`src/dma_params.svh`:
```
// Width and channel-count macros for the DMA controller
`ifndef DMA_PARAMS_SVH
`define DMA_PARAMS_SVH

// Channel count is tied to the register map, channel sits in regAddr[2:1]
`define DMA_CHANNELS 4

// Address and word count width
`define DMA_ADDR_W 16

// CPU data port width
`define DMA_DATA_W 8

// Register port address width
`define DMA_REG_ADDR_W 4

// Channel index width
`define DMA_CH_W 2

`endif
```
`src/dmaPkg.sv`:
```
// Package with the decoded command and transfer engine state enums
package dmaPkg;

  // Register operation handed from the bus decoder to the register file
  typedef enum logic [3:0] {
    cmdNone       = 4'd0,
    cmdWrAddr     = 4'd1,
    cmdWrCount    = 4'd2,
    cmdRdAddr     = 4'd3,
    cmdRdCount    = 4'd4,
    cmdRdStatus   = 4'd5,
    cmdWrMode     = 4'd6,
    cmdClrBytePtr = 4'd7,
    cmdMasterClr  = 4'd8,
    cmdClrMask    = 4'd9,
    cmdWrMask     = 4'd10
  } dmaCmdE;

  // Transfer engine states
  // engIdle   arbitrate among unmasked requests
  // engGrant  dack and memAddr out for one cycle
  // engUpdate write stepped address and count back
  typedef enum logic [1:0] {
    engIdle   = 2'd0,
    engGrant  = 2'd1,
    engUpdate = 2'd2
  } dmaEngStateE;

endpackage

```
`src/dmaCore.sv`:
```
// DMA controller top level connecting bus decoder, channel registers and transfer engine
`timescale 1ns/1ps
`include "dma_params.svh"

module dmaCore
  import dmaPkg::*;
(
  input  logic                       clk,
  input  logic                       arstN,
  input  logic                       cs,
  input  logic                       rd,
  input  logic                       wr,
  input  logic [`DMA_REG_ADDR_W-1:0] regAddr,
  input  logic [`DMA_DATA_W-1:0]     wrData,
  output logic [`DMA_DATA_W-1:0]     rdData,
  input  logic [`DMA_CHANNELS-1:0]   dreq,
  output logic [`DMA_CHANNELS-1:0]   dack,
  output logic [`DMA_ADDR_W-1:0]     memAddr
);

  // Decoder to register file
  dmaCmdE                   cmd;
  logic [`DMA_CH_W-1:0]     cmdChannel;
  logic                     hiByte;
  logic [`DMA_DATA_W-1:0]   cmdData;

  // Register file and engine
  logic [`DMA_CH_W-1:0]     svcChannel;
  logic [`DMA_ADDR_W-1:0]   chanAddr;
  logic [`DMA_ADDR_W-1:0]   chanCount;
  logic                     chanDecrement;
  logic [`DMA_CHANNELS-1:0] maskBits;
  logic                     update;
  logic [`DMA_ADDR_W-1:0]   nextAddr;
  logic [`DMA_ADDR_W-1:0]   nextCount;
  logic                     termCount;

  dmaBusDecode busDecode_i (
    .clk(clk), .arstN(arstN), .cs(cs), .rd(rd), .wr(wr),
    .regAddr(regAddr), .wrData(wrData),
    .cmd(cmd), .cmdChannel(cmdChannel), .hiByte(hiByte), .cmdData(cmdData)
  );

  dmaChannelRegs channelRegs_i (
    .clk(clk), .arstN(arstN),
    .cmd(cmd), .cmdChannel(cmdChannel), .hiByte(hiByte), .cmdData(cmdData),
    .dreq(dreq), .svcChannel(svcChannel),
    .update(update), .nextAddr(nextAddr), .nextCount(nextCount), .termCount(termCount),
    .chanAddr(chanAddr), .chanCount(chanCount), .chanDecrement(chanDecrement),
    .maskBits(maskBits), .rdData(rdData)
  );

  dmaTransferEngine transferEngine_i (
    .clk(clk), .arstN(arstN), .dreq(dreq), .maskBits(maskBits),
    .chanAddr(chanAddr), .chanCount(chanCount), .chanDecrement(chanDecrement),
    .svcChannel(svcChannel), .dack(dack), .memAddr(memAddr),
    .update(update), .nextAddr(nextAddr), .nextCount(nextCount), .termCount(termCount)
  );

endmodule

```
`src/dmaTransferEngine.sv`:
```
// Transfer engine with fixed priority arbiter, grant FSM and address/count stepping
`timescale 1ns/1ps
`include "dma_params.svh"

module dmaTransferEngine
  import dmaPkg::*;
(
  input  logic                     clk,
  input  logic                     arstN,
  input  logic [`DMA_CHANNELS-1:0] dreq,
  input  logic [`DMA_CHANNELS-1:0] maskBits,
  input  logic [`DMA_ADDR_W-1:0]   chanAddr,
  input  logic [`DMA_ADDR_W-1:0]   chanCount,
  input  logic                     chanDecrement,
  output logic [`DMA_CH_W-1:0]     svcChannel,
  output logic [`DMA_CHANNELS-1:0] dack,
  output logic [`DMA_ADDR_W-1:0]   memAddr,
  output logic                     update,
  output logic [`DMA_ADDR_W-1:0]   nextAddr,
  output logic [`DMA_ADDR_W-1:0]   nextCount,
  output logic                     termCount
);

  dmaEngStateE              state;
  logic [`DMA_CHANNELS-1:0] pending;
  logic [`DMA_CH_W-1:0]     pickChannel;

  // Lowest numbered unmasked request wins
  always_comb
  begin
    pending     = dreq & ~maskBits;
    pickChannel = '0;
    for (int i = `DMA_CHANNELS - 1; i >= 0; i--)
    begin
      if (pending[i])
        pickChannel = `DMA_CH_W'(i);
    end
  end

  always_ff @(posedge clk or negedge arstN)
  begin
    if (!arstN)
    begin
      state      <= engIdle;
      svcChannel <= '0;
    end
    else
    begin
      case (state)
        engIdle:
        begin
          if (|pending)
          begin
            svcChannel <= pickChannel;
            state      <= engGrant;
          end
        end
        engGrant:  state <= engUpdate;
        engUpdate: state <= engIdle;
        default:   state <= engIdle;
      endcase
    end
  end

  // One-cycle grant with the channel's current address
  assign dack    = (state == engGrant) ? (`DMA_CHANNELS'(1) << svcChannel) : '0;
  assign memAddr = (state == engGrant) ? chanAddr : '0;

  // Write-back values
  assign update    = (state == engUpdate);
  assign nextAddr  = chanDecrement ? chanAddr - 1'b1 : chanAddr + 1'b1;
  assign nextCount = chanCount - 1'b1;
  // Count already at zero means this was the last of N+1 transfers
  assign termCount = update && (chanCount == '0);

  dackOneHot: assert property (@(posedge clk) disable iff (!arstN)
    $onehot0(dack));

  // A grant answers a request that was unmasked when the engine arbitrated
  dackInGrant: assert property (@(posedge clk) disable iff (!arstN)
    (dack != '0) |-> ($past(state) == engIdle) && ((dack & $past(pending)) == dack));

endmodule

```
`src/dmaChannelRegs.sv`:
```
// Channel register file with base and current registers, mode, mask, status and read data
`timescale 1ns/1ps
`include "dma_params.svh"

module dmaChannelRegs
  import dmaPkg::*;
(
  input  logic                     clk,
  input  logic                     arstN,
  input  dmaCmdE                   cmd,
  input  logic [`DMA_CH_W-1:0]     cmdChannel,
  input  logic                     hiByte,
  input  logic [`DMA_DATA_W-1:0]   cmdData,
  input  logic [`DMA_CHANNELS-1:0] dreq,
  input  logic [`DMA_CH_W-1:0]     svcChannel,
  input  logic                     update,
  input  logic [`DMA_ADDR_W-1:0]   nextAddr,
  input  logic [`DMA_ADDR_W-1:0]   nextCount,
  input  logic                     termCount,
  output logic [`DMA_ADDR_W-1:0]   chanAddr,
  output logic [`DMA_ADDR_W-1:0]   chanCount,
  output logic                     chanDecrement,
  output logic [`DMA_CHANNELS-1:0] maskBits,
  output logic [`DMA_DATA_W-1:0]   rdData
);

  logic [`DMA_ADDR_W-1:0]   baseAddr  [`DMA_CHANNELS];
  logic [`DMA_ADDR_W-1:0]   curAddr   [`DMA_CHANNELS];
  logic [`DMA_ADDR_W-1:0]   baseCount [`DMA_CHANNELS];
  logic [`DMA_ADDR_W-1:0]   curCount  [`DMA_CHANNELS];
  logic [`DMA_CHANNELS-1:0] autoInit;
  logic [`DMA_CHANNELS-1:0] decrement;
  logic [`DMA_CHANNELS-1:0] tcFlags;

  // Channel under service, seen by the engine
  assign chanAddr      = curAddr[svcChannel];
  assign chanCount     = curCount[svcChannel];
  assign chanDecrement = decrement[svcChannel];

  always_ff @(posedge clk or negedge arstN)
  begin
    if (!arstN)
    begin
      for (int i = 0; i < `DMA_CHANNELS; i++)
      begin
        baseAddr[i]  <= '0;
        curAddr[i]   <= '0;
        baseCount[i] <= '0;
        curCount[i]  <= '0;
      end
      autoInit  <= '0;
      decrement <= '0;
      maskBits  <= '0;
      tcFlags   <= '0;
    end
    else if (cmd == cmdMasterClr)
    begin
      for (int i = 0; i < `DMA_CHANNELS; i++)
      begin
        baseAddr[i]  <= '0;
        curAddr[i]   <= '0;
        baseCount[i] <= '0;
        curCount[i]  <= '0;
      end
      autoInit  <= '0;
      decrement <= '0;
      maskBits  <= '0;
      tcFlags   <= '0;
    end
    else
    begin
      // Engine write-back first so a CPU write further down takes over
      if (update)
      begin
        curAddr[svcChannel]  <= nextAddr;
        curCount[svcChannel] <= nextCount;
      end
      case (cmd)
        cmdWrAddr:
        begin
          if (hiByte)
          begin
            baseAddr[cmdChannel][`DMA_DATA_W +: `DMA_DATA_W] <= cmdData;
            curAddr[cmdChannel][`DMA_DATA_W +: `DMA_DATA_W]  <= cmdData;
          end
          else
          begin
            baseAddr[cmdChannel][0 +: `DMA_DATA_W] <= cmdData;
            curAddr[cmdChannel][0 +: `DMA_DATA_W]  <= cmdData;
          end
        end
        cmdWrCount:
        begin
          if (hiByte)
          begin
            baseCount[cmdChannel][`DMA_DATA_W +: `DMA_DATA_W] <= cmdData;
            curCount[cmdChannel][`DMA_DATA_W +: `DMA_DATA_W]  <= cmdData;
          end
          else
          begin
            baseCount[cmdChannel][0 +: `DMA_DATA_W] <= cmdData;
            curCount[cmdChannel][0 +: `DMA_DATA_W]  <= cmdData;
          end
        end
        cmdWrMode:
        begin
          autoInit[cmdChannel]  <= cmdData[4];
          decrement[cmdChannel] <= cmdData[5];
        end
        cmdRdStatus: tcFlags  <= '0;
        cmdClrMask:  maskBits <= '0;
        cmdWrMask:   maskBits <= cmdData[`DMA_CHANNELS-1:0];
        default:
        begin
        end
      endcase
      // Terminal count, placed last so a status read never loses the flag
      if (update && termCount)
      begin
        tcFlags[svcChannel] <= 1'b1;
        if (autoInit[svcChannel])
        begin
          curAddr[svcChannel]  <= baseAddr[svcChannel];
          curCount[svcChannel] <= baseCount[svcChannel];
        end
        else
          maskBits[svcChannel] <= 1'b1;
      end
    end
  end

  // Read data holds until the next read, master clear leaves it alone
  always_ff @(posedge clk or negedge arstN)
  begin
    if (!arstN)
      rdData <= '0;
    else
    begin
      case (cmd)
        cmdRdAddr:
          rdData <= hiByte ? curAddr[cmdChannel][`DMA_DATA_W +: `DMA_DATA_W]
                           : curAddr[cmdChannel][0 +: `DMA_DATA_W];
        cmdRdCount:
          rdData <= hiByte ? curCount[cmdChannel][`DMA_DATA_W +: `DMA_DATA_W]
                           : curCount[cmdChannel][0 +: `DMA_DATA_W];
        cmdRdStatus: rdData <= {dreq, tcFlags};
        default:
        begin
        end
      endcase
    end
  end

  // Engine only flags terminal count in its write-back cycle
  tcWithUpdate: assert property (@(posedge clk) disable iff (!arstN)
    termCount |-> update);

endmodule

```
`src/dmaBusDecode.sv`:
```
// CPU register port decoder with the byte pointer flip-flop
`timescale 1ns/1ps
`include "dma_params.svh"

module dmaBusDecode
  import dmaPkg::*;
(
  input  logic                       clk,
  input  logic                       arstN,
  input  logic                       cs,
  input  logic                       rd,
  input  logic                       wr,
  input  logic [`DMA_REG_ADDR_W-1:0] regAddr,
  input  logic [`DMA_DATA_W-1:0]     wrData,
  output dmaCmdE                     cmd,
  output logic [`DMA_CH_W-1:0]       cmdChannel,
  output logic                       hiByte,
  output logic [`DMA_DATA_W-1:0]     cmdData
);

  // Fixed register locations above the channel block
  localparam logic [`DMA_REG_ADDR_W-1:0] regStatus   = 8;
  localparam logic [`DMA_REG_ADDR_W-1:0] regMode     = 11;
  localparam logic [`DMA_REG_ADDR_W-1:0] regClrPtr   = 12;
  localparam logic [`DMA_REG_ADDR_W-1:0] regMasterCl = 13;
  localparam logic [`DMA_REG_ADDR_W-1:0] regClrMask  = 14;
  localparam logic [`DMA_REG_ADDR_W-1:0] regWrMask   = 15;

  dmaCmdE                 nextCmd;
  logic [`DMA_CH_W-1:0]   nextChannel;
  logic                   chanAccess;
  logic                   bytePtr;

  // Decode one access per cycle
  always_comb
  begin
    nextCmd     = cmdNone;
    nextChannel = regAddr[`DMA_CH_W:1];
    chanAccess  = 1'b0;
    if (cs && (rd != wr))
    begin
      if (!regAddr[`DMA_REG_ADDR_W-1])
      begin
        // Channel block, even is address and odd is count
        chanAccess = 1'b1;
        if (regAddr[0])
          nextCmd = wr ? cmdWrCount : cmdRdCount;
        else
          nextCmd = wr ? cmdWrAddr : cmdRdAddr;
      end
      else if (rd)
      begin
        if (regAddr == regStatus)
          nextCmd = cmdRdStatus;
      end
      else
      begin
        case (regAddr)
          regMode:
          begin
            nextCmd     = cmdWrMode;
            nextChannel = wrData[`DMA_CH_W-1:0];
          end
          regClrPtr:   nextCmd = cmdClrBytePtr;
          regMasterCl: nextCmd = cmdMasterClr;
          regClrMask:  nextCmd = cmdClrMask;
          regWrMask:   nextCmd = cmdWrMask;
          default:     nextCmd = cmdNone;
        endcase
      end
    end
  end

  // Byte pointer, low byte first
  always_ff @(posedge clk or negedge arstN)
  begin
    if (!arstN)
      bytePtr <= 1'b0;
    else if (nextCmd == cmdMasterClr || nextCmd == cmdClrBytePtr)
      bytePtr <= 1'b0;
    else if (chanAccess)
      bytePtr <= ~bytePtr;
  end

  always_ff @(posedge clk or negedge arstN)
  begin
    if (!arstN)
      cmd <= cmdNone;
    else
      cmd <= nextCmd;
  end

  // Command payload, only meaningful alongside cmd
  always_ff @(posedge clk)
  begin
    cmdChannel <= nextChannel;
    hiByte     <= bytePtr;
    cmdData    <= wrData;
  end

  // CPU must not strobe read and write together
  rdWrExclusive: assert property (@(posedge clk) disable iff (!arstN)
    cs |-> !(rd && wr));

endmodule

```
`config.mk`:
```
export PLATFORM = sky130hd
export DESIGN_NAME = dmaCore
export DESIGN_NICKNAME = d
export VERILOG_FILES = /design/src/dmaPkg.sv /design/src/dmaCore.sv /design/src/dmaTransferEngine.sv /design/src/dmaChannelRegs.sv /design/src/dmaBusDecode.sv
export VERILOG_INCLUDE_DIRS = /design/src
export SDC_FILE = /design/constraint.sdc
export NUM_CORES = 1
export LEC_CHECK = 0
export BUFFER_PORTS_ARGS = -buffer_cell sky130_fd_sc_hd__buf_2
export CAP_MARGIN = 15
export CORE_MARGIN = 2
export CORE_UTILIZATION = 25
export CTS_CLUSTER_DIAMETER = 80
export DETAILED_ROUTE_END_ITERATION = 8
export HOLD_SLACK_MARGIN = 0.05
export PLACE_DENSITY = 0.51
export SLEW_MARGIN = 20
export SYNTH_ARGS = -nofsm -noshare
export SYNTH_HDL_FRONTEND = slang
export SYNTH_SLANG_ARGS = --single-unit
```
`constraint.sdc`:
```
create_clock -name clk -period 4.4 [get_ports clk]
set_input_delay 0.44 -clock clk [delete_from_list [all_inputs] [get_ports clk]]
set_output_delay 0.44 -clock clk [all_outputs]
set_load 0.01 [all_outputs]
```
# Yosys cells after proc, flatten, opt, wreduce, memory -nomap -nowiden
# Cells that the tools add are included.
dict set report word_totals {
  ff_bits 300
  inputBits 21
  output_inout_bits 28
}
dict set report op_classes {
  n_addsub 3
  n_lt_le_gt_ge 8
  n_eq_ne 21
  n_shift 1
  mux 109
  n_bitwise 7
  reduce_logical 17
}
# op n
set op_table {}
lappend op_table {{$mux 64} 22}
lappend op_table {{$bwmux 64} 12}
lappend op_table {{$mux 16} 16}
lappend op_table {{$bmux 16 s2} 6}
lappend op_table {{$demux 16 s2} 3}
lappend op_table {{$mux 4} 17}
lappend op_table {{$eq 4x4->1 const B} 10}
lappend op_table {{$sub 16x1->16 const B} 2}
lappend op_table {{$mux 8} 3}
lappend op_table {{$pmux 8 s3} 1}
lappend op_table {{$mux 2} 10}
lappend op_table {{$pmux 4 s5} 1}
lappend op_table {{$add 16x1->16 const B} 1}
lappend op_table {{$eq 4x3->1 const B} 4}
lappend op_table {{$logic_not 16->1} 1}
lappend op_table {{$bwmux 4} 2}
lappend op_table {{$eq 4x2->1 const B} 2}
lappend op_table {{$mux 1} 8}
lappend op_table {{$or 4x4->4} 2}
lappend op_table {{$pmux 4 s2} 1}
lappend op_table {{$reduce_bool 2->1} 4}
lappend op_table {{$logic_and 1x1->1} 7}
lappend op_table {{$ge 3x3->1 const B} 2}
lappend op_table {{$lt 2x3->1 const B} 2}
lappend op_table {{other kinds (21)} 27}

# Longest topological paths before layout
# Gate-level depths: netlist of the first run.
dict set report logic_depth {
  depth_word 17
  mapped_depth 17
  mapped_depth_nobuf 13
}

# Hierarchy
# Synthesis of the first run repeated with hierarchy kept, for this count alone.
dict set report unflattened {
  hier_cells 1962
  hier_area_um2 18895.6
}
# mod n_inst cells_per_inst area_per_inst_um2 seq_area_each_um2
set by_module_without_submodules {}
lappend by_module_without_submodules {dmaChannelRegs 1 1724 16965.0 7006.7}
lappend by_module_without_submodules {dmaTransferEngine 1 190 1355.0 100.1}
lappend by_module_without_submodules {dmaBusDecode 1 48 575.6 345.3}

# Worst setup path after synthesis of the first run
# No wires, ideal clock.
dict set report synth_timing {
  kind {register to register}
  from {register transferEngine_i.svcChannel[0]}
  to {register channelRegs_i.curAddr[42] (netlist name)}
  setup_ps 130
  arrival_time_ps 4115
  required_ps 4270
  slack_ps 154
  stages_incl_launch_ff 17
  period_less_slack_ps 4246
  path_cell_list {dfrtp_1 > buf_6 > buf_6 > buf_6 > buf_2 > buf_1 > buf_2 > mux4_2 > ha_1 > nor2b_1 > o2111a_1 > nor2_1 > a21oi_1 > a221oi_1 > xnor2_1 > a222oi_1 > o21ai_0}
}
dict set report synth_via {
  elab_chain_len 17
}
# item line
set synth_rtl {}
lappend synth_rtl {{start, declared} dmaTransferEngine.sv:15} ;# output logic [`DMA_CH_W-1:0] svcChannel,
lappend synth_rtl {{start signal, assigned} dmaTransferEngine.sv:54} ;# svcChannel <= pickChannel;
lappend synth_rtl {{$not 2->3 (not written as such)} -}
lappend synth_rtl {{$bmux 16 s2} dmaChannelRegs.sv:36} ;# assign chanAddr = curAddr[svcChannel];
lappend synth_rtl {{$mux 16 (not written as such) (2 in series)} dmaChannelRegs.sv:36}
lappend synth_rtl {{$add 16x1->16 or $sub 16x1->16 (tied branches)} dmaTransferEngine.sv:71} ;# assign nextAddr = chanDecrement ? chanAddr - 1'b1 : chanAddr + 1'b1;
lappend synth_rtl {{$mux 16} dmaTransferEngine.sv:71}
lappend synth_rtl {{$bwmux 64} dmaChannelRegs.sv:75} ;# curAddr[svcChannel] <= nextAddr;
lappend synth_rtl {{$mux 64} dmaChannelRegs.sv:73} ;# if (update)
lappend synth_rtl {{$mux 64} dmaChannelRegs.sv:56} ;# else if (cmd == cmdMasterClr)
lappend synth_rtl {{$bwmux 64, on equally long branches} {dmaChannelRegs.sv:89, dmaChannelRegs.sv:84}}
lappend synth_rtl {{$mux 64} dmaChannelRegs.sv:81} ;# if (hiByte)
lappend synth_rtl {{$mux 64} dmaChannelRegs.sv:78} ;# case (cmd)
lappend synth_rtl {{$mux 64} dmaChannelRegs.sv:56}
lappend synth_rtl {{$bwmux 64} dmaChannelRegs.sv:123} ;# curAddr[svcChannel] <= baseAddr[svcChannel];
lappend synth_rtl {{$mux 64} dmaChannelRegs.sv:121} ;# if (autoInit[svcChannel])
lappend synth_rtl {{$mux 64 *} dmaChannelRegs.sv:118} ;# if (update && termCount)
lappend synth_rtl {{$mux 64 *} dmaChannelRegs.sv:56}
lappend synth_rtl {{end signal, assigned by index} dmaChannelRegs.sv:75}
lappend synth_rtl {{end signal, assigned by index} dmaChannelRegs.sv:84} ;# curAddr[cmdChannel][`DMA_DATA_W +: `DMA_DATA_W] <= cmdData;
lappend synth_rtl {{end signal, assigned by index} dmaChannelRegs.sv:123}
lappend synth_rtl {{end, declared} dmaChannelRegs.sv:28} ;# logic [`DMA_ADDR_W-1:0] curAddr [`DMA_CHANNELS];
# Every way passes the cells marked *; elsewhere a longest branch is shown, timed or not. The select of a mux whose other input is x is not followed.
# A chain may end at the register's enable or synchronous reset.

# Worst setup path after layout of the first run
dict set report layout_timing {
  from {register transferEngine_i.svcChannel[0]}
  to {register channelRegs_i.curAddr[58] (netlist name)}
}
# The elaborated chain is that of the path after synthesis.

==> results.sh, run 1 <==
export IMPL_final_net_count=2033
export IMPL_syn_area_per_cell_um2=9.088
export IMPL_dieArea_um2=74280
export IMPL_arrival_ns=4.42
export IMPL_cts_tree="yes"
export IMPL_ctsLongestPathBuffers=3
export IMPL_critPathMaxFanout=13
export IMPL_leakagePower_nw=8.696
export IMPL_syn_nets=2023
export IMPL_grt_max_degree=114
export IMPL_crit_type="reg -> reg"
export IMPL_dp_hpwl_um=45940
export IMPL_wire_per_inst_um=23.75
export IMPL_first_global_vias=16530
export IMPL_rsz0062_at_grt="no"
export IMPL_fillers=7535
export IMPL_p_per_area_nw_per_um2=658.8
export IMPL_cts_sinks=300
export IMPL_drive_above_1_share_pct=16.18
export IMPL_die_y_um=272.6
export IMPL_cpPeakStageDelay_ns=0.60
export IMPL_wl_met1_um=29330
export IMPL_ys_seq_area_share_pct=41.33
export IMPL_reg2reg_slack_ns=0.45
export IMPL_cp_slowest_cell="dfrtp_4"
export IMPL_finalClockSkew_ns=0.02206
export IMPL_firstDrtPassIters=6
export IMPL_fin_util_pct=29.21
export IMPL_antenna_found_initial=0
export IMPL_grt_ovfl_total=0
export IMPL_port_buffers=48
export IMPL_cts_max_level=2
export IMPL_synthFlopType="dfrtp_1"
export IMPL_synth_seq_cells=300
export IMPL_worst_slew_pin_slew_ns=1.130
export IMPL_fin_tns_setup_ns=0
export IMPL_regArea_um2=7462
export IMPL_ir_worst_vdd_uv=337.3
export IMPL_cp_required_ns=4.87
export IMPL_die_x_um=272.6
export IMPL_vias_per_cell=5.626
export IMPL_clk_pin_slew_ns=0.06
export IMPL_postRouteAntennaNets=0
export IMPL_timing_final_crit_period_ns=3.949
export IMPL_status="complete, no violations"
export IMPL_synth_area_leaders="dfrtp_1 40%, mux4_2 12%, a21oi_1 6.8%, nand2_1 6.6%, nor2_1 4.1%"
export IMPL_startpoint_type="register"
export IMPL_cts_buffers=38
export IMPL_crit_chain="mux2_2, nor2_1, a21oi_1, inv_1, fa_1, nor2b_1, o2111a_1, nor2_1, a21oi_1, a221oi_1, xnor2_1, a21oi_1, nor4_1"
export IMPL_synth_distinct_cells=73
export IMPL_ys_warn_count=0
export IMPL_setup_viol=0
export IMPL_synth_edff_count=0
export IMPL_synth_top_area_cell="dfrtp_1"
export IMPL_crit_path_frequent_cell="a21oi_1"
export IMPL_period_share_pct=89.74
export IMPL_max_freq_ghz=0.2533
export IMPL_finalHoldViolCount=0
export IMPL_core_area_um2=71490
export IMPL_ctsRootBufferMaster="clkbuf_16"
export IMPL_drt_total_wl_um=70570
export IMPL_slew_viol_final=0
export IMPL_worst_slew_margin_rel_pct=24.53
export IMPL_clock_latency_ns=0.57
export IMPL_top_layer_used="met4"
export IMPL_rows=98
export IMPL_drt_initial_drc_count=1978
export IMPL_route_met2_wl_um=31670
export IMPL_netlist_area_leader_share_pct=40.11
export IMPL_min_delay_path_class="in -> reg"
export IMPL_netlist_instances=1984
export IMPL_multi_input_area_um2=9861
export IMPL_initial_utilization_pct=25.22
export IMPL_dr_wl_met3_um=6131
export IMPL_grt_usage_pct=18.81
export IMPL_num_vias=16720
export IMPL_area_growth_pct=15.82
export IMPL_async_reset_ff_share_pct=96.33
export IMPL_grt_pass1_wl_um=107100
export IMPL_place_gp_congestion=0.9265
export IMPL_setup_worst_path_end_class="register"
export IMPL_netlist_area_um2=18030
export IMPL_drc=0
export IMPL_ios=49
export IMPL_drv_cap=0
export IMPL_n_antenna_cell=0
export IMPL_cts_setup_buffers=0
==> synth_stat cells (17+ instances only) <==
cell	n
nor2_1	196
mux4_2	93
o22ai_1	24
a21oi_1	244
and2_1	20
ha_1	17
a211oi_1	36
mux2i_1	38
o211ai_1	36
nor3_1	36
a31oi_1	28
o21ai_0	107
nand2_1	319
xnor2_1	18
a22o_1	39
clkbuf_1	129
dfrtp_1	289
buf_1	21
nand3_1	71
o21ai_1	18
nand2b_1	18
==> routing by layer <==
| metal | vias to the layer above | track usage [%] |
|---|---|---|
| li1 | 7246 | - |
| met1 | 8354 | 25.05 |
| met2 | 930 | 29.40 |
| met3 | 186 | 3.444 |
| met4 | 0 | 9.211 |
| met5 | - | 0 |
==> flip-flops by register name (all words and copies together), names as in the netlist <==
register,cells
channelRegs_i.baseAddr,64
channelRegs_i.baseCount,64
channelRegs_i.curAddr,64
channelRegs_i.curCount,64
busDecode_i.cmdData,8
channelRegs_i.rdData,8
busDecode_i.cmd,4
channelRegs_i.autoInit,4
channelRegs_i.decrement,4
channelRegs_i.maskBits,4
channelRegs_i.tcFlags,4
busDecode_i.cmdChannel,2
transferEngine_i.state,2
transferEngine_i.svcChannel,2
busDecode_i.bytePtr,1
busDecode_i.hiByte,1
==> layout make-up <==
type | instances | share of cell area, %
Timing Repair Buffer | 141 | 5.189
Clock inverter | 16 | 0.6052
Clock buffer | 51 | 5.273
Multi-Input combinational cell | 1497 | 47.22
Inverter | 16 | 0.2876
Tap cell | 950 | 5.692
Sequential cell | 300 | 35.73
==> logic make-up after synthesis <==
logic type | share of synthesized area [%]
mux | 14.10
fa+ha+maj | 1.291
simple gates | 18.32
buf+inv | 4.192
compound gates | 19.35
flops | 41.33
xor+xnor | 1.409
==> stage by stage <==
| stage | cells | cell area (µm²) | setup WS, ns | power [mW] | hold slack [ns] |
|---|---|---|---|---|---|
| after floorplan | 1984 | 18030 | 0.1545 | 8.596 | 0.1444 |
| after global placement | 2895 | 19560 | 0.6034 | 10.39 | 0.3929 |
| after detailed placement | 2895 | 19570 | 0.5178 | 10.51 | 0.3966 |
| after CTS | 2971 | 20880 | 0.5281 | 13.71 | 0.1150 |
| after global routing | 2971 | 20880 | 0.1822 | 14.52 | 0.1455 |
| final | 2971 | 20880 | 0.4514 | 13.76 | 0.1508 |
==> critical path, delay by kind of cell (launching register included) <==
kind	cells	cell delay (ns)
AND/OR/NAND/NOR	4	0.55
flip-flops	1	0.60
adder cells (fa/ha/maj)	1	0.48
XOR/XNOR	1	0.49
buffers and inverters	1	0.15
multiplexers	1	0.29
AO/OA/AOI/OAI	5	1.26
==> path summary, 6_finish.rpt <==
check                                               start                          to  cells after the start
min in group asynchronous                           arstN  channelRegs_i.baseAddr[40]                      2
hold / removal                                 regAddr[0]          busDecode_i.cmd[0]                      2
setup reg to reg           transferEngine_i.svcChannel[0]   channelRegs_i.curAddr[58]                     13
hold reg to reg                       busDecode_i.bytePtr          busDecode_i.hiByte                      0
max in group asynchronous                           arstN   channelRegs_i.curAddr[52]                      3
setup / recovery           transferEngine_i.svcChannel[0]   channelRegs_i.curAddr[58]                     13
==> placed cells by master (no fill, tap or decap), types with 10 or more instances in the layout <==
| cell | n |
|---|---|
| xnor2_1 | 18 |
| buf_2 | 47 |
| nor3_1 | 33 |
| a21oi_1 | 244 |
| nand3_1 | 71 |
| dfrtp_1 | 287 |
| xor2_1 | 11 |
| a211oi_1 | 36 |
| and2_1 | 20 |
| nand2b_1 | 18 |
| o22ai_1 | 24 |
| buf_4 | 75 |
| nor2_1 | 191 |
| nand2_1 | 319 |
| a31oi_1 | 28 |
| clkbuf_16 | 39 |
| ha_1 | 17 |
| o21ai_1 | 18 |
| o211ai_1 | 36 |
| a22o_1 | 39 |
| mux2i_1 | 38 |
| o21ai_0 | 107 |
| mux4_2 | 93 |
| inv_1 | 16 |
| nor2b_1 | 10 |
==> power by group <==
group	switching, mW	internal, mW	total [mW]
Clock	1.32	1.82	3.14
Combinational	3.56	2.60	6.16
Sequential	0.773	3.69	4.46
Total	5.66	8.10	13.8
==> repair_timing <==
action                                  CTS  global route
gates resized for setup                   0             0
hold buffers                              9             0
endpoints found under the setup margin    0             0
endpoints found under the hold margin   118             0
Note: power is estimated with default switching activity, not from simulation.
==> inputs of run 2 (changes only) <==
--- a/config.mk
+++ b/config.mk
@@ -6,12 +6,14 @@
 export SDC_FILE = /design/constraint.sdc
 export NUM_CORES = 1
 export LEC_CHECK = 0
+export ABC_AREA = 1
 export BUFFER_PORTS_ARGS = -buffer_cell sky130_fd_sc_hd__buf_2
-export CAP_MARGIN = 15
+export CAP_MARGIN = 20
 export CORE_MARGIN = 2
 export CORE_UTILIZATION = 25
 export CTS_CLUSTER_DIAMETER = 80
 export DETAILED_ROUTE_END_ITERATION = 8
+export GPL_ROUTABILITY_DRIVEN = 0
 export HOLD_SLACK_MARGIN = 0.05
 export PLACE_DENSITY = 0.51
 export SLEW_MARGIN = 20
==> results.sh, run 2 <==
export IMPL_status="complete, no violations"
export IMPL_min_delay_path_class="in -> reg"
export IMPL_final_common_cell="nand2_1"
export IMPL_multi_input_area_um2=10090
export IMPL_grt_met1_usage_pct=31.12
export IMPL_max_freq_ghz=0.2646
export IMPL_timing_final_crit_period_ns=3.779
export IMPL_antenna_found_initial=1
export IMPL_cts_setup_buffers=0
export IMPL_sw_frac_of_total_pct=48.91
export IMPL_synth_top_family_by_area="simple AND/OR/NAND/NOR gates"
export IMPL_combPwrFrac_pct=51.2
export IMPL_clock_latency_ns=0.58
export IMPL_initial_utilization_pct=25.30
export IMPL_synth_top_area_cell="dfrtp_1"
export IMPL_grt_max_degree=78
export IMPL_die_x_um=281.5
export IMPL_grt_usage_pct=23.58
export IMPL_setup_worst_path_end_class="register"
export IMPL_drt_initial_drc_count=2759
export IMPL_port_buffers=48
export IMPL_synthFlopType="dfrtp_1"
export IMPL_fin_tns_setup_ns=0
export IMPL_use_met2_pct=35.89
export IMPL_cp_required_ns=4.86
export IMPL_yosys_area_share_simple_pct=32.32
export IMPL_num_vias=20940
export IMPL_dp_cells=3860
export IMPL_fillers=8513
export IMPL_synth_seq_cells=300
export IMPL_cts_resized=0
export IMPL_worst_slew_margin_rel_pct=27.92
export IMPL_ios=49
export IMPL_yosysMostFrequentCell="nand2_1"
export IMPL_switching_power_mw=7.825
export IMPL_wire_per_inst_um=23.83
export IMPL_clk_pin_slew_ns=0.06
export IMPL_netlist_instances=2846
export IMPL_cts_tree="yes"
export IMPL_cts_buffers=39
export IMPL_ctsLongestPathBuffers=3
export IMPL_grt_ovfl_total=0
export IMPL_area_growth_pct=15.57
export IMPL_drive_above_1_share_pct=9.213
export IMPL_crit_start="transferEngine_i.svcChannel[0]"
export IMPL_rows=101
export IMPL_slew_viol_final=0
export IMPL_p_int_mw=8.172
export IMPL_syn_area_per_cell_um2=6.763
export IMPL_worst_slew_pin_slew_ns=1.080
export IMPL_postRouteAntennaNets=0
export IMPL_startpoint_type="register"
export IMPL_drv_cap=0
export IMPL_finalClockSkew_ns=0.01850
export IMPL_crit_type="reg -> reg"
export IMPL_cts_max_level=2
export IMPL_n_antenna_cell=0
export IMPL_top_usage_layer="met2"
export IMPL_stdcell_count=3939
export IMPL_layout_common_cells="778 x nand2_1, 402 x nor2_1, 289 x dfrtp_1, 268 x inv_1, 204 x a21oi_1"
export IMPL_async_reset_ff_share_pct=96.33
export IMPL_drt_total_wl_um=93880
export IMPL_vias_per_cell=5.316
export IMPL_period_share_pct=85.90
export IMPL_ys_seq_area_share_pct=38.72
export IMPL_leakagePower_nw=11.15
export IMPL_seqPwrFrac_pct=27.5
export IMPL_reg2reg_from="transferEngine_i.svcChannel[0]"
export IMPL_synth_edff_count=0
export IMPL_dieArea_um2=79230
export IMPL_ys_warn_count=0
export IMPL_syn_nets=2885
export IMPL_synth_distinct_cells=53
export IMPL_critPathMaxFanout=24
export IMPL_p_per_area_nw_per_um2=719.0
export IMPL_grt_use_met3_pct=5.146
export IMPL_firstDrtPassIters=8
export IMPL_ir_worst_vdd_uv=331.8
export IMPL_synth_fa_ha_area_share_pct=1.209
export IMPL_clock_power_share_pct=21.3
export IMPL_synth_commonest_cells="780 x nand2_1, 408 x nor2_1, 289 x dfrtp_1, 268 x inv_1, 204 x a21oi_1"
export IMPL_grt_pass1_wl_um=138000
export IMPL_core_area_um2=76080
export IMPL_synth_area_leaders="dfrtp_1 38%, nand2_1 15%, nor2_1 8.0%, a21oi_1 5.3%, inv_1 5.2%"
export IMPL_cts_sinks=300
export IMPL_synth_compound_area_share_pct=18.25
export IMPL_setup_viol=0
export IMPL_first_global_vias=20340
export IMPL_arrival_ns=4.24
export IMPL_ctsRootBufferMaster="clkbuf_16"
export IMPL_final_net_count=2920
export IMPL_die_y_um=281.5
export IMPL_rsz0062_at_grt="no"
export IMPL_dp_hpwl_um=66550
export IMPL_regArea_um2=7452
export IMPL_drc=0
export IMPL_netlist_area_um2=19250
export IMPL_netlist_area_leader_share_pct=37.57
export IMPL_synth_mux_area_share_pct=0
export IMPL_yosys_area_share_xor_xnor_pct=0.3185
export IMPL_finalPower_mw=16.00
export IMPL_worstHoldStart="regAddr[1]"
export IMPL_finalHoldViolCount=0
run 2: logic make-up (layout without fill, tap and decap cells):
logic type,after synthesis,count (layout)
simple gates,1485,1485
compound gates,606,606
buf+inv,430,493
flops,300,300
fa+ha+maj,18,18
xor+xnor,7,7
run 2: critical path, cell delays in order, from the launching register on:
cell and delay [ns]:
dfrtp_1 0.50, buf_4 0.30, nor2_4 0.59, buf_4 0.44, nand2_1 0.08, o21ai_1 0.08, nor2_1 0.08, nor2_1 0.12
nand2_2 0.10, nor2_8 0.19, nand4_4 0.38, inv_2 0.50, nand2_1 0.11, nand2_1 0.08, nor2_1 0.05
run 2: path summary, 6_finish.rpt:
check                                        endpoint  slack, ns  cells past startpoint
setup / recovery           channelRegs_i.curCount[44]       0.62                     14
hold / removal              busDecode_i.cmdChannel[0]       0.10                      2
setup reg to reg           channelRegs_i.curCount[44]       0.62                     14
hold reg to reg                    busDecode_i.hiByte       0.41                      0
max in group asynchronous  channelRegs_i.baseAddr[40]       2.92                      3
min in group asynchronous  channelRegs_i.curCount[19]       0.43                      2
run 2: layout make-up:
type	instances	share of cell area, %
inverter	288	4.859
clock inverter	18	1.080
tap	1030	5.793
multi-input combinational	2116	45.34
timing repair buffer	136	4.567
clock buffer	51	4.859
sequential	300	33.50
run 2: routing by layer:
metal | up-vias | wire, µm
met5 | - | 31
met4 | 2 | 5669
met3 | 302 | 9364
met2 | 1209 | 40640
met1 | 9993 | 38180
li1 | 9432 | -
run 2: repair_timing:
item                                    CTS  global route
hold endpoints to repair                 70             0
hold buffers                              9             0
endpoints found under the setup margin    0             0
run 2: per-stage QoR:
step | utilization (%) | hold slack, ns | area (µm²) | setup WS [ns]
5_1_grt | 29.24 | 0.1283 | 22250 | 0.3982
4_1_cts | 29.22 | 0.09454 | 22230 | 0.7273
3_5_place_dp | 27.37 | 0.3748 | 20820 | 0.7518
2_1_floorplan | - | 0.1444 | 19250 | 1.229
6_report | 29.24 | 0.1030 | 22250 | 0.6205
3_3_place_gp | 27.37 | 0.3968 | 20820 | 0.8187
run 2: power groups by stage:
stage / Combinational (mW) / Sequential, mW / Clock (mW)
finish: 8.18 / 4.40 / 3.42
global route: 8.90 / 4.50 / 3.56
CTS: 7.98 / 4.38 / 3.44
detailed placement: 7.95 / 4.42 / 0
global placement: 7.94 / 4.43 / 0
floorplan: 5.33 / 4.17 / 0
